`config.mk`:
```
export PLATFORM = sky130hd
export DESIGN_NAME = hdmi_reconfig_top
export DESIGN_NICKNAME = d
export VERILOG_FILES = /design/src/design/hdmi_cfg_pkg.sv /design/src/design/cfg_if.sv /design/src/design/mode_change_detect.sv /design/src/design/mode_reg_table.sv /design/src/design/reg_sequencer.sv /design/src/design/write_credit_queue.sv /design/src/design/hdmi_reconfig_top.sv
export SDC_FILE = /design/constraint.sdc
export NUM_CORES = 1
export LEC_CHECK = 0
export BUFFER_PORTS_ARGS = -buffer_cell sky130_fd_sc_hd__buf_4
export CAP_MARGIN = 20
export CORE_UTILIZATION = 30
export DETAILED_ROUTE_END_ITERATION = 8
export PLACE_DENSITY_LB_ADDON = 0.2
export SETUP_SLACK_MARGIN = 0.02
export SYNTH_ARGS = -nofsm -noshare
export SYNTH_HDL_FRONTEND = slang
export SYNTH_SLANG_ARGS = --single-unit
export TNS_END_PERCENT = 5
```
`constraint.sdc`:
```
create_clock -name clock -period 3.6 [get_ports clock]
set_input_delay 0.36 -clock clock [delete_from_list [all_inputs] [get_ports clock]]
set_output_delay 0.36 -clock clock [all_outputs]
set_load 0.02 [all_outputs]
```
`src/design/hdmi_cfg_pkg.sv`:
```
`default_nettype none

package hdmi_cfg_pkg;

    typedef logic [6:0] mode_code_t;
    typedef logic [3:0] mode_id_t;
    typedef logic [2:0] delay_sel_t;
    typedef logic [1:0] colorspace_t;
    typedef logic [7:0] reg_addr_t;
    typedef logic [7:0] reg_data_t;
    typedef logic [2:0] step_t;
    typedef logic [2:0] credit_t;

    localparam int NUM_STEPS   = 6;
    localparam int QUEUE_DEPTH = 4;    // also the sequencer's initial credit
    localparam int EXT_CREDITS = 2;    // toward the I2C master
    localparam int QUEUE_PTR_W = $clog2(QUEUE_DEPTH);

    typedef logic [QUEUE_PTR_W-1:0] queue_ptr_t;
    typedef logic [QUEUE_PTR_W:0]   queue_count_t;

    // decoded video modes
    localparam mode_id_t MODE_1080P      = 4'd0;
    localparam mode_id_t MODE_960P       = 4'd1;
    localparam mode_id_t MODE_480P       = 4'd2;
    localparam mode_id_t MODE_VGA        = 4'd3;
    localparam mode_id_t MODE_576P       = 4'd4;
    localparam mode_id_t MODE_240P_1080P = 4'd5;
    localparam mode_id_t MODE_240P_960P  = 4'd6;
    localparam mode_id_t MODE_240P_480P  = 4'd7;
    localparam mode_id_t MODE_240P_VGA   = 4'd8;
    localparam mode_id_t MODE_480I       = 4'd9;
    localparam mode_id_t MODE_576I       = 4'd10;

    // transmitter registers
    localparam reg_addr_t ADDR_VIC    = 8'h3C;
    localparam reg_addr_t ADDR_PIXREP = 8'h3B;
    localparam reg_addr_t ADDR_SYNC   = 8'h17;
    localparam reg_addr_t ADDR_AVI    = 8'h55;
    localparam reg_addr_t ADDR_OUTFMT = 8'h16;
    localparam reg_addr_t ADDR_CLKDLY = 8'hBA;

    localparam mode_id_t    RESET_MODE       = MODE_1080P;
    localparam mode_code_t  RESET_MODE_CODE  = 7'h00;    // host code of 1080P
    localparam delay_sel_t  RESET_DELAY      = 3'd3;     // no clock delay
    localparam colorspace_t RESET_COLORSPACE = 2'd0;

    typedef enum logic [1:0] {
        IDLE,
        WRITE,
        WAIT_CREDIT
    } seq_state_t;

endpackage

`default_nettype wire

```
`src/design/cfg_if.sv`:
```
`timescale 1ns/1ps
`default_nettype none

interface reconf_if
    import hdmi_cfg_pkg::*;
();
    logic        req;         // one-cycle pulse
    mode_id_t    mode;
    delay_sel_t  delay;
    colorspace_t colorspace;
    logic        pending;     // change seen, req follows next cycle

    modport source (output req, output mode, output delay, output colorspace, output pending);
    modport sink   (input req, input mode, input delay, input colorspace, input pending);
endinterface

interface cfg_write_if
    import hdmi_cfg_pkg::*;
();
    logic      valid;
    reg_addr_t addr;
    reg_data_t data;
    logic      credit_ret;    // one pulse per entry leaving the queue

    modport source (output valid, output addr, output data, input credit_ret);
    modport sink   (input valid, input addr, input data, output credit_ret);
endinterface

`default_nettype wire

```
`src/design/mode_change_detect.sv`:
```
`timescale 1ns/1ps
`default_nettype none

module mode_change_detect
    import hdmi_cfg_pkg::*;
(
    input  wire logic        clock,
    input  wire logic        reset,
    input  wire mode_code_t  mode_code,
    input  wire delay_sel_t  delay_sel,
    input  wire colorspace_t colorspace,
    reconf_if.source         reconf
);

    mode_code_t  held_code;
    delay_sel_t  held_delay;
    colorspace_t held_cs;
    logic        init_q;      // owes the request after reset
    logic        req_q;
    mode_id_t    mode_q;
    delay_sel_t  delay_q;
    colorspace_t cs_q;
    logic        change;

    // unknown codes keep the previous mode
    function automatic mode_id_t decode_mode(input mode_code_t code, input mode_id_t prev);
        mode_id_t result;
        result = prev;
        case (code[6:2])
            5'b00000: result = mode_id_t'(MODE_1080P + code[1:0]);
            5'b00010: result = MODE_576P;
            5'b00100: result = mode_id_t'(MODE_240P_1080P + code[1:0]);
            5'b01000: result = MODE_480I;
            5'b10000: result = MODE_576I;
            default:  result = prev;
        endcase
        return result;
    endfunction

    assign change = (mode_code != held_code) || (delay_sel != held_delay)
                 || (colorspace != held_cs);

    always_ff @(posedge clock) begin
        if (reset) begin
            held_code  <= RESET_MODE_CODE;
            held_delay <= RESET_DELAY;
            held_cs    <= RESET_COLORSPACE;
            init_q     <= 1'b1;
            req_q      <= 1'b0;
            mode_q     <= RESET_MODE;
            delay_q    <= RESET_DELAY;
            cs_q       <= RESET_COLORSPACE;
        end else begin
            held_code  <= mode_code;
            held_delay <= delay_sel;
            held_cs    <= colorspace;
            init_q     <= 1'b0;
            req_q      <= change || init_q;
            if (change) begin
                if (mode_code != held_code) begin
                    mode_q <= decode_mode(mode_code, mode_q);
                end
                delay_q <= delay_sel;
                cs_q    <= colorspace;
            end
        end
    end

    assign reconf.req        = req_q;
    assign reconf.mode       = mode_q;
    assign reconf.delay      = delay_q;
    assign reconf.colorspace = cs_q;
    assign reconf.pending    = change;

endmodule

`default_nettype wire

```
`src/design/mode_reg_table.sv`:
```
`timescale 1ns/1ps
`default_nettype none

module mode_reg_table
    import hdmi_cfg_pkg::*;
(
    input  wire mode_id_t    mode,
    input  wire delay_sel_t  delay,
    input  wire colorspace_t colorspace,
    input  wire step_t       step,
    output reg_addr_t        addr,
    output reg_data_t        data
);

    reg_data_t vic;
    reg_data_t pixrep;
    reg_data_t sync;

    always_comb begin
        case (mode)
            MODE_1080P, MODE_240P_1080P: vic = 8'd16;
            MODE_960P, MODE_240P_960P:   vic = 8'd0;
            MODE_480P, MODE_240P_480P:   vic = 8'd2;
            MODE_VGA, MODE_240P_VGA:     vic = 8'd1;
            MODE_576P:                   vic = 8'd17;
            MODE_480I:                   vic = 8'd6;
            MODE_576I:                   vic = 8'd21;
            default:                     vic = 8'd16;
        endcase

        // 240P and interlaced modes send every pixel twice
        pixrep = (mode >= MODE_240P_1080P && mode <= MODE_576I) ? 8'h01 : 8'h00;

        case (mode)
            MODE_480P, MODE_VGA, MODE_576P, MODE_480I, MODE_576I: sync = 8'h02;    // negative
            default: sync = 8'h00;
        endcase
    end

    always_comb begin
        case (step)
            3'd0: begin
                addr = ADDR_VIC;
                data = vic;
            end
            3'd1: begin
                addr = ADDR_PIXREP;
                data = pixrep;
            end
            3'd2: begin
                addr = ADDR_SYNC;
                data = sync;
            end
            3'd3: begin
                addr = ADDR_AVI;
                data = {1'b0, colorspace, 5'b0};
            end
            3'd4: begin
                addr = ADDR_OUTFMT;
                data = (colorspace != 2'd0) ? 8'h01 : 8'h00;
            end
            3'd5: begin
                addr = ADDR_CLKDLY;
                data = {delay, 5'b0};
            end
            default: begin
                addr = 8'h00;
                data = 8'h00;
            end
        endcase
    end

endmodule

`default_nettype wire

```
`src/design/reg_sequencer.sv`:
```
`timescale 1ns/1ps
`default_nettype none

module reg_sequencer
    import hdmi_cfg_pkg::*;
(
    input  wire logic   clock,
    input  wire logic   reset,
    reconf_if.sink      reconf,
    cfg_write_if.source wr,
    output logic        busy
);

    seq_state_t  state;
    step_t       step_q;
    credit_t     credit_q;
    credit_t     credit_next;
    logic        pend_q;      // request seen mid-sequence
    logic        last_step;
    logic        start;
    mode_id_t    mode_q;
    delay_sel_t  delay_q;
    colorspace_t cs_q;

    mode_reg_table i_table (
        .mode       (mode_q),
        .delay      (delay_q),
        .colorspace (cs_q),
        .step       (step_q),
        .addr       (wr.addr),
        .data       (wr.data)
    );

    assign wr.valid    = (state == WRITE);
    assign last_step   = (step_q == step_t'(NUM_STEPS - 1));
    assign credit_next = credit_q - credit_t'(wr.valid) + credit_t'(wr.credit_ret);

    // a new sequence begins after this cycle
    assign start = ((state == IDLE) && reconf.req)
                || (wr.valid && last_step && (pend_q || reconf.req));

    assign busy = (state != IDLE) || reconf.req || reconf.pending;

    always_ff @(posedge clock) begin
        if (reset) begin
            state    <= IDLE;
            step_q   <= '0;
            credit_q <= credit_t'(QUEUE_DEPTH);
            pend_q   <= 1'b0;
        end else begin
            credit_q <= credit_next;
            case (state)
                IDLE: begin
                    if (start) begin
                        step_q <= '0;
                        state  <= (credit_next != '0) ? WRITE : WAIT_CREDIT;
                    end
                end
                WRITE: begin
                    if (!last_step) begin
                        step_q <= step_q + step_t'(1);
                        state  <= (credit_next != '0) ? WRITE : WAIT_CREDIT;
                    end else if (start) begin
                        step_q <= '0;    // back to back sequence
                        state  <= (credit_next != '0) ? WRITE : WAIT_CREDIT;
                    end else begin
                        state <= IDLE;
                    end
                end
                WAIT_CREDIT: begin
                    if (wr.credit_ret) begin
                        state <= WRITE;
                    end
                end
                default: state <= IDLE;
            endcase
            if (start) begin
                pend_q <= 1'b0;
            end else if (reconf.req && state != IDLE) begin
                pend_q <= 1'b1;
            end
        end
    end

    always_ff @(posedge clock) begin
        if (start) begin
            mode_q  <= reconf.mode;
            delay_q <= reconf.delay;
            cs_q    <= reconf.colorspace;
        end
    end

endmodule

`default_nettype wire

```
`src/design/write_credit_queue.sv`:
```
`timescale 1ns/1ps
`default_nettype none

module write_credit_queue
    import hdmi_cfg_pkg::*;
(
    input  wire logic  clock,
    input  wire logic  reset,
    cfg_write_if.sink  wr,
    input  wire logic  wr_credit,
    output logic       wr_valid,
    output reg_addr_t  wr_addr,
    output reg_data_t  wr_data,
    output logic       pending
);

    reg_addr_t    addr_mem [QUEUE_DEPTH];
    reg_data_t    data_mem [QUEUE_DEPTH];
    queue_ptr_t   wr_ptr;
    queue_ptr_t   rd_ptr;
    queue_count_t count;
    credit_t      ext_credit;
    logic         pop;

    // head leaves whenever the I2C side has room
    assign pop = (count != '0) && (ext_credit != '0);

    assign wr_valid      = pop;
    assign wr_addr       = addr_mem[rd_ptr];
    assign wr_data       = data_mem[rd_ptr];
    assign wr.credit_ret = pop;
    assign pending       = (count != '0);

    always_ff @(posedge clock) begin
        if (reset) begin
            wr_ptr     <= '0;
            rd_ptr     <= '0;
            count      <= '0;
            ext_credit <= credit_t'(EXT_CREDITS);
        end else begin
            if (wr.valid) begin
                wr_ptr <= wr_ptr + queue_ptr_t'(1);
            end
            if (pop) begin
                rd_ptr <= rd_ptr + queue_ptr_t'(1);
            end
            count      <= count + queue_count_t'(wr.valid) - queue_count_t'(pop);
            ext_credit <= ext_credit - credit_t'(pop) + credit_t'(wr_credit);
        end
    end

    always_ff @(posedge clock) begin
        if (wr.valid) begin
            addr_mem[wr_ptr] <= wr.addr;
            data_mem[wr_ptr] <= wr.data;
        end
    end

endmodule

`default_nettype wire

```
`src/design/hdmi_reconfig_top.sv`:
```
`timescale 1ns/1ps
`default_nettype none

module hdmi_reconfig_top
    import hdmi_cfg_pkg::*;
(
    input  wire logic        clock,
    input  wire logic        reset,
    input  wire mode_code_t  mode_code,
    input  wire delay_sel_t  delay_sel,
    input  wire colorspace_t colorspace,
    input  wire logic        wr_credit,
    output logic             wr_valid,
    output reg_addr_t        wr_addr,
    output reg_data_t        wr_data,
    output logic             busy
);

    logic seq_busy;
    logic queue_pending;

    reconf_if    reconf ();
    cfg_write_if cfg_wr ();

    mode_change_detect i_detect (
        .clock      (clock),
        .reset      (reset),
        .mode_code  (mode_code),
        .delay_sel  (delay_sel),
        .colorspace (colorspace),
        .reconf     (reconf.source)
    );

    reg_sequencer i_sequencer (
        .clock  (clock),
        .reset  (reset),
        .reconf (reconf.sink),
        .wr     (cfg_wr.source),
        .busy   (seq_busy)
    );

    write_credit_queue i_queue (
        .clock     (clock),
        .reset     (reset),
        .wr        (cfg_wr.sink),
        .wr_credit (wr_credit),
        .wr_valid  (wr_valid),
        .wr_addr   (wr_addr),
        .wr_data   (wr_data),
        .pending   (queue_pending)
    );

    assign busy = seq_busy || queue_pending;    // running or still draining

endmodule

`default_nettype wire

```
==> results of run 1 <==
## through the flow
stage	area [um2]	hold WS, ns	total power (W)	setup slack (ns)
global route	5940	0.163	0.00522	0.639
finish	5940	0.172	0.00490	0.979
CTS	5940	0.156	0.00497	0.921
global placement	5340	0.418	0.00322	0.989
detailed placement	5340	0.419	0.00324	0.925
floorplan	4910	0.388	0.00280	1.03
## final cells by class
cell class	count	area (um2)	share of cell area (%)
repair buffers	34	255	4.30
well taps	216	270	4.55
clock inverters	12	166	2.80
flip-flops and latches	113	2910	49.0
clock buffers	19	433	7.29
multi-input cells	221	1820	30.7
inverters	21	78.8	1.33
## power breakdown
| part | leakage (nW) | internal [W] | switching (W) |
|---|---|---|---|
| sequential | 0.995 | 0.00165 | 0.000144 |
| clock | 0.288 | 0.00114 | 0.000572 |
| combinational | 0.963 | 0.000640 | 0.000748 |
## final timing paths
path | depth (start not counted) | to | from | slack (ns)
max | 7 | i_sequencer.i_table.vic[4]$_DFF_P_ | i_sequencer.step_q[1]$_SDFFE_PP0P_ | 0.98
min | 2 | i_detect.held_delay[1]$_SDFF_PP1_ | delay_sel[1] | 0.17
max reg2reg | 7 | i_sequencer.i_table.vic[4]$_DFF_P_ | i_sequencer.step_q[1]$_SDFFE_PP0P_ | 0.98
min reg2reg | 0 | i_sequencer.delay_q[1]$_DFFE_PN_ | i_detect.reconf.delay[1]$_SDFFE_PP1P_ | 0.43
## critical path: stages, from the launching register on
cell	delay [ns]
dfxtp_1	0.35
inv_1	0.16
ha_1	0.38
nand2_2	0.15
a211oi_4	0.44
mux2i_1	0.48
mux2_2	0.39
a21o_1	0.17
## cell usage in the layout (no fill, tap or decap), types with 3 or more instances in the layout
master / count
and2_1: 5
mux2_2: 4
and3_1: 4
or2_2: 3
edfxtp_1: 65
clkbuf_16: 17
nand2b_1: 7
xor2_1: 17
nor2_1: 25
a21o_1: 3
ha_1: 20
dfxtp_1: 48
fa_1: 3
nor3_1: 5
or3_1: 6
a211o_1: 4
nand2_1: 18
mux2i_1: 10
bufinv_16: 4
mux4_2: 14
a21oi_1: 14
xnor2_1: 5
buf_4: 34
inv_1: 20
clkinv_2: 3
o21ai_0: 8
nor2b_1: 13
## cells by family (layout without fill, tap and decap cells)
| family | Yosys count | after routing |
|---|---|---|
| DFF | 113 | 113 |
| and+or+nand+nor | 97 | 97 |
| AOI/OAI and AO/OA | 49 | 49 |
| buffers and inverters | 40 | 86 |
| muxes | 28 | 28 |
| adders and majority gates | 24 | 24 |
| xor gates and xnor gates | 22 | 22 |
| other | 1 | 1 |
## sequential cells by signal, summed over array words and instances (netlist names), 3 cells and up, named ones only
name and flops:
i_sequencer.mode_q 4, i_sequencer.step_q 3, i_queue.data_mem 28, i_detect.held_delay 3, i_sequencer.i_table.vic 4, i_queue.ext_credit 3, i_sequencer.delay_q 3, i_queue.addr_mem 28
i_queue.count 3, i_detect.held_code 7, i_detect.reconf.delay 3, i_sequencer.credit_q 3, i_detect.reconf.mode 4
## Yosys cell counts (6+ instances only)
master,number,area (um2)
mux2i_1,10,100
o21ai_0,8,40.0
dfxtp_1,48,961
nand2_1,18,67.6
ha_1,20,250
nand2b_1,7,43.8
or3_1,6,37.5
nor2_1,25,93.8
inv_1,20,75.1
nor2b_1,13,81.3
a21oi_1,14,70.1
xor2_1,17,149
mux4_2,14,315
edfxtp_1,65,1950
clkbuf_1,11,41.3
## metal layers
metal	share of wire, %	vias up	global-route usage (%)
li1	-	1409	-
met1	49	1333	15.4
met2	45	52	18.5
met3	4.1	11	4.06
met4	1.3	0	4.72
met5	0	-	0
==> results.md, run 1 <==
* Status: complete, no violations
* ANT nets after route at 0
* Data arrival, critical path at 2.93 ns
* Cts bufs inserted at 17
* Post-CTS setup buffer count at 0
* Combinational family with the most area after synthesis: simple AND/OR/NAND/NOR gates
* Syn Area/Cell at 13.1 um2
* Mux cell area share after synthesis at 9.38%
* Die ar. at 16,900 um2
* Yosys cell types at 57
* Yosys warns at 0
* CTS Hold Bufs at 0
* Detailed Place HPWL at 5810 um
* Mapped Cells at 374
* Initial antenna violation count at 0
* Post-synth EDFFs at 65
* Compound-Gate Fraction of Synth Area at 6.86%
* Vias/cell at 4.41
* DR vias at 2,805
* Startpoint Class: register
* DRC at 0
* Setup Crit Path Kind: reg2reg
* Nets at 446
* Routed WL at 8870 um
* Post_cts resized at 0
* Root buffer cell: clkbuf_16
* Critical path fanouts, max at 9
* Post-Layout Cell Count at 636
* Power density cells at 825 nW/um2
* Seq/Total Area, Yosys at 59.4%
* Slew HR at 47.4%
* Final Skew at 0.00860 ns
* Adder-Cell Fraction of Synth Area at 6.53%
* Yosys reg bits at 113
* Diodes inserted at 0
* Post-synth ARST share at 0%
* Layout cells sized above 1 at 20.7%
* Hold WC Path Type: in2reg
* Post-synth net total at 412
* Fill cells at 1,546
* Max_cap viols at 0
* TNS Setup at 0 ns
* DIE WIDTH at 130 um
* Core area at 15,900 um2
* H-tree depth at 4
* Post-synthesis simple-gate area fraction at 10.4%
* # rows at 46
* Skew-Pair Late Insertion Delay at 0.41 ns
* Area delta synth->final at 21.0%
* GPL Wtd Cong at 0.745
* Largest net degree at the start of global routing at 44
* Post-synth top flop: edfxtp_1
* Final worst path period need at 2.62 ns
* Final hold viol count at 0
* Max IR drop VDD at 0.000374 V
* Total Routing Usage GR at 11.9%
* DRT Pass-1 Iters at 4
* First-pass GRT wire length at 15,000 um
* Slew Limit Fails at 0
* Inst Count DP at 605
* Number of global-route vias before repair at 2,919
* I/O pins at 33
* Routed WL per cell at 14.0 um
* Clock Path Buffers at 2
* DR iter-0 viols at 148
* Chip height at 130 um
* Highest Clock Rate at 381 MHz
* Tcrit/Tclk final at 72.8%
* Req. time, crit path at 3.90 ns
* CTS tree: yes
* Initial core utilization at 30.8%
* Slew @ Worst Pin at 0.789 ns
* Finish-stage setup viols at 0
* IO buf count at 31
* RSZ-0062 raised after global routing: no
* CTS sink count at 113
* XOR/XNOR Fraction of Synth Area at 3.93%
* Leak at 2.25 nW
* Final Util at 37.3%
* Total gr overflow at 0
* CP endpoint kind: register
* Synth Cell Area at 4910 um2
* Clock-pin transition on the worst setup and hold timing paths at 0.05 ns
No activity file was read; power rests on OpenSTA's default activity.
==> inputs of run 2 (changes only) <==
==> constraint.sdc (replaced) <==
create_clock -name clock -period 2.2 [get_ports clock]
set_input_delay 0.22 -clock clock [delete_from_list [all_inputs] [get_ports clock]]
set_output_delay 0.22 -clock clock [all_outputs]
set_load 0.02 [all_outputs]
==> run 2 against run 1 <==
  * The flow now finishes with violations (setup timing)
  * Register-to-register slack worse by 1.1 ns
  * Worst setup slack worse by 1.1 ns
  * Routed wire length up 2.5%
  * Fmax up 14%
  * First-iteration DRC count decreased by 22%
  * Count of clock-buffer cells in the layout is 2 lower
  * Flip-flop and latch count stayed put
  * Clock skew fell by 0.0011 ns
  * Via count grew 4.7%
  * Global-route usage increased by 0.18 points
  * Sequential power grew 59%
  * Critical path depth grew 2
  * Largest cell class unchanged
==> results.md, run 2 (synthesized netlist as in run 1, its figures left out) <==
* CTS sink count at 113 (unchanged)
* Routed WL at 9090 um (was 8870 um)
* TNS Setup at -0.344 ns (was 0 ns)
* CTS Hold Bufs at 0 (unchanged)
* Max_cap viols at 0 (unchanged)
* Core area at 15,900 um2 (unchanged)
* Number of global-route vias before repair at 2,979 (was 2,919)
* Final Skew at 0.00752 ns (was 0.00860 ns)
* DRT Pass-1 Iters at 4 (unchanged)
* RSZ-0062 raised after global routing: yes (was no)
* Largest regs: i_queue.addr_mem: 28 flops, i_queue.data_mem: 28 flops, i_detect.held_code: 7 flops (unchanged)
* Req. time, crit path at 2.54 ns (was 3.90 ns)
* Slew Limit Fails at 0 (unchanged)
* DIE WIDTH at 130 um (unchanged)
* Detailed Place HPWL at 5890 um (was 5810 um)
* Power density cells at 1360 nW/um2 (was 825 nW/um2)
* Routed WL per cell at 13.7 um (was 14.0 um)
* Die ar. at 16,900 um2 (unchanged)
* Total gr overflow at 0 (unchanged)
* Final worst path period need at 2.30 ns (was 2.62 ns)
* Chip height at 130 um (unchanged)
* DR iter-0 viols at 116 (was 148)
* Slew HR at 62.7% (was 47.4%)
* Failing checks: setup timing
* Cell Area, Placed at 5560 um2 (was 5340 um2)
* Max IR drop VDD at 0.000546 V (was 0.000374 V)
* Hold WC Path Type: in2reg (unchanged)
* I/O pins at 33 (unchanged)
* Clock Path Buffers at 2 (unchanged)
* IO buf count at 31 (unchanged)
* Most frequent cells in the layout: edfxtp_1 (65), buf_4 (59), dfxtp_1 (46) (was edfxtp_1 (65), dfxtp_1 (48), buf_4 (34))
* Startpoint Class: register (unchanged)
* Clock-pin transition on the worst setup and hold timing paths at 0.05 ns (about the same)
* Status: finished, violations left (was complete, no violations)
* Post-Layout Cell Count at 662 (was 636)
* CTS tree: yes (unchanged)
* Final WS setup at -0.0972 ns (was 0.979 ns)
* Worst reg2reg path depth at 9 (was 7)
* First-pass GRT wire length at 15,000 um (about the same)
* # rows at 46 (unchanged)
* Critical path fanouts, max at 3 (was 9)
* Total Routing Usage GR at 12.1% (was 11.9%)
* Hold path depth at 2 (unchanged)
* Initial antenna violation count at 0 (unchanged)
* DRC at 0 (unchanged)
* Inst Count DP at 628 (was 605)
* Vias/cell at 4.44 (was 4.41)
* Highest Clock Rate at 435 MHz (was 381 MHz)
* Leak at 2.42 nW (was 2.25 nW)
* Initial core utilization at 30.8% (unchanged)
* Final hold viol count at 0 (unchanged)
* Hold slack at 0.0317 ns (was 0.172 ns)
* Diodes inserted at 0 (unchanged)
* Layout cells sized above 1 at 29.8% (was 20.7%)
* Finish-stage setup viols at 5 (was 0)
* Cts bufs inserted at 17 (unchanged)
* DR vias at 2,936 (was 2,805)
* Setup Crit Path Kind: reg2reg (unchanged)
* Area delta synth->final at 27.6% (was 21.0%)
* Slew @ Worst Pin at 0.555 ns (was 0.789 ns)
* Largest net degree at the start of global routing at 44 (unchanged)
* Data arrival, critical path at 2.64 ns (was 2.93 ns)
* Tcrit/Tclk final at 104% (was 72.8%)
* CP endpoint kind: register (unchanged)
* Skew-Pair Late Insertion Delay at 0.41 ns (about the same)
* H-tree depth at 4 (unchanged)
* GPL Wtd Cong at 0.769 (was 0.745)
* ANT nets after route at 0 (unchanged)
* Root buffer cell: clkbuf_16 (unchanged)
* Commonest non-fill, non-tap cell in the layout: edfxtp_1 (unchanged)
* Final instance area at 6260 um2 (was 5940 um2)
* Nets at 471 (was 446)
[run 2: worst paths after layout]
path | slack, ns | end | from
worst max-delay path | -0.1 | i_sequencer.state[1]$_SDFFE_PP0P_ | i_queue.count[0]$_SDFF_PP0_
worst min-delay path | 0.03 | i_detect.held_delay[0]$_SDFF_PP1_ | delay_sel[0]
worst max register to register | -0.1 | i_sequencer.state[1]$_SDFFE_PP0P_ | i_queue.count[0]$_SDFF_PP0_
worst min register to register | 0.43 | i_sequencer.delay_q[0]$_DFFE_PN_ | i_detect.reconf.delay[0]$_SDFFE_PP1P_
[run 2: cell type report]
| cell class | instances | area, um2 |
|---|---|---|
| Multi-Input combinational cell | 221 | 1930 |
| Fill cell | 1539 | 9680 |
| Timing Repair Buffer | 59 | 443 |
| Inverter | 21 | 81.3 |
| Clock inverter | 15 | 193 |
| Tap cell | 216 | 270 |
| Clock buffer | 17 | 425 |
| Sequential cell | 113 | 2920 |
[run 2: what timing repair did]
item                                    in CTS  in global routing
setup buffers                                2                  0
endpoints found under the setup margin       6                  8
gates resized for setup                      9                  5
cloned                                       0                  0
pin swaps                                   10                  4
[run 2: worst max-delay path, stage by stage (launching register included)]
cell	delay (ns)
dfxtp_2	0.32
or3_4	0.41
o31ai_4	0.08
ha_1	0.29
inv_2	0.06
ha_2	0.17
fa_2	0.46
nor4_4	0.25
a21oi_1	0.10
nor2_1	0.10
[run 2: per-layer routing]
layer  vias up  routed length [um]  global-route usage, %
li1       1465                   -                      -
met4         0                 119                   5.34
met2        50                4320                   19.8
met3        11                 334                   3.94
met1      1410                4320                   14.6
met5         -                   0                      0
[run 2: where the power goes]
group / leakage [nW] / internal (W) / total, W / switching [W]
registers: 0.996 / 0.00270 / 0.00287 / 0.000171
logic: 1.12 / 0.00139 / 0.00283 / 0.00145
clock network: 0.298 / 0.00188 / 0.00283 / 0.000945
total: 2.42 / 0.00597 / 0.00854 / 0.00256
[run 2: stage by stage]
stage	setup WS [ns]	total power [W]	util, %
after detailed placement	-0.258	0.00558	34.9
after global placement	-0.210	0.00552	34.9
after floorplan	-0.128	0.00465	-
after CTS	-0.0817	0.00856	39.1
final	-0.0972	0.00854	39.3
after global routing	-0.212	0.00905	39.3
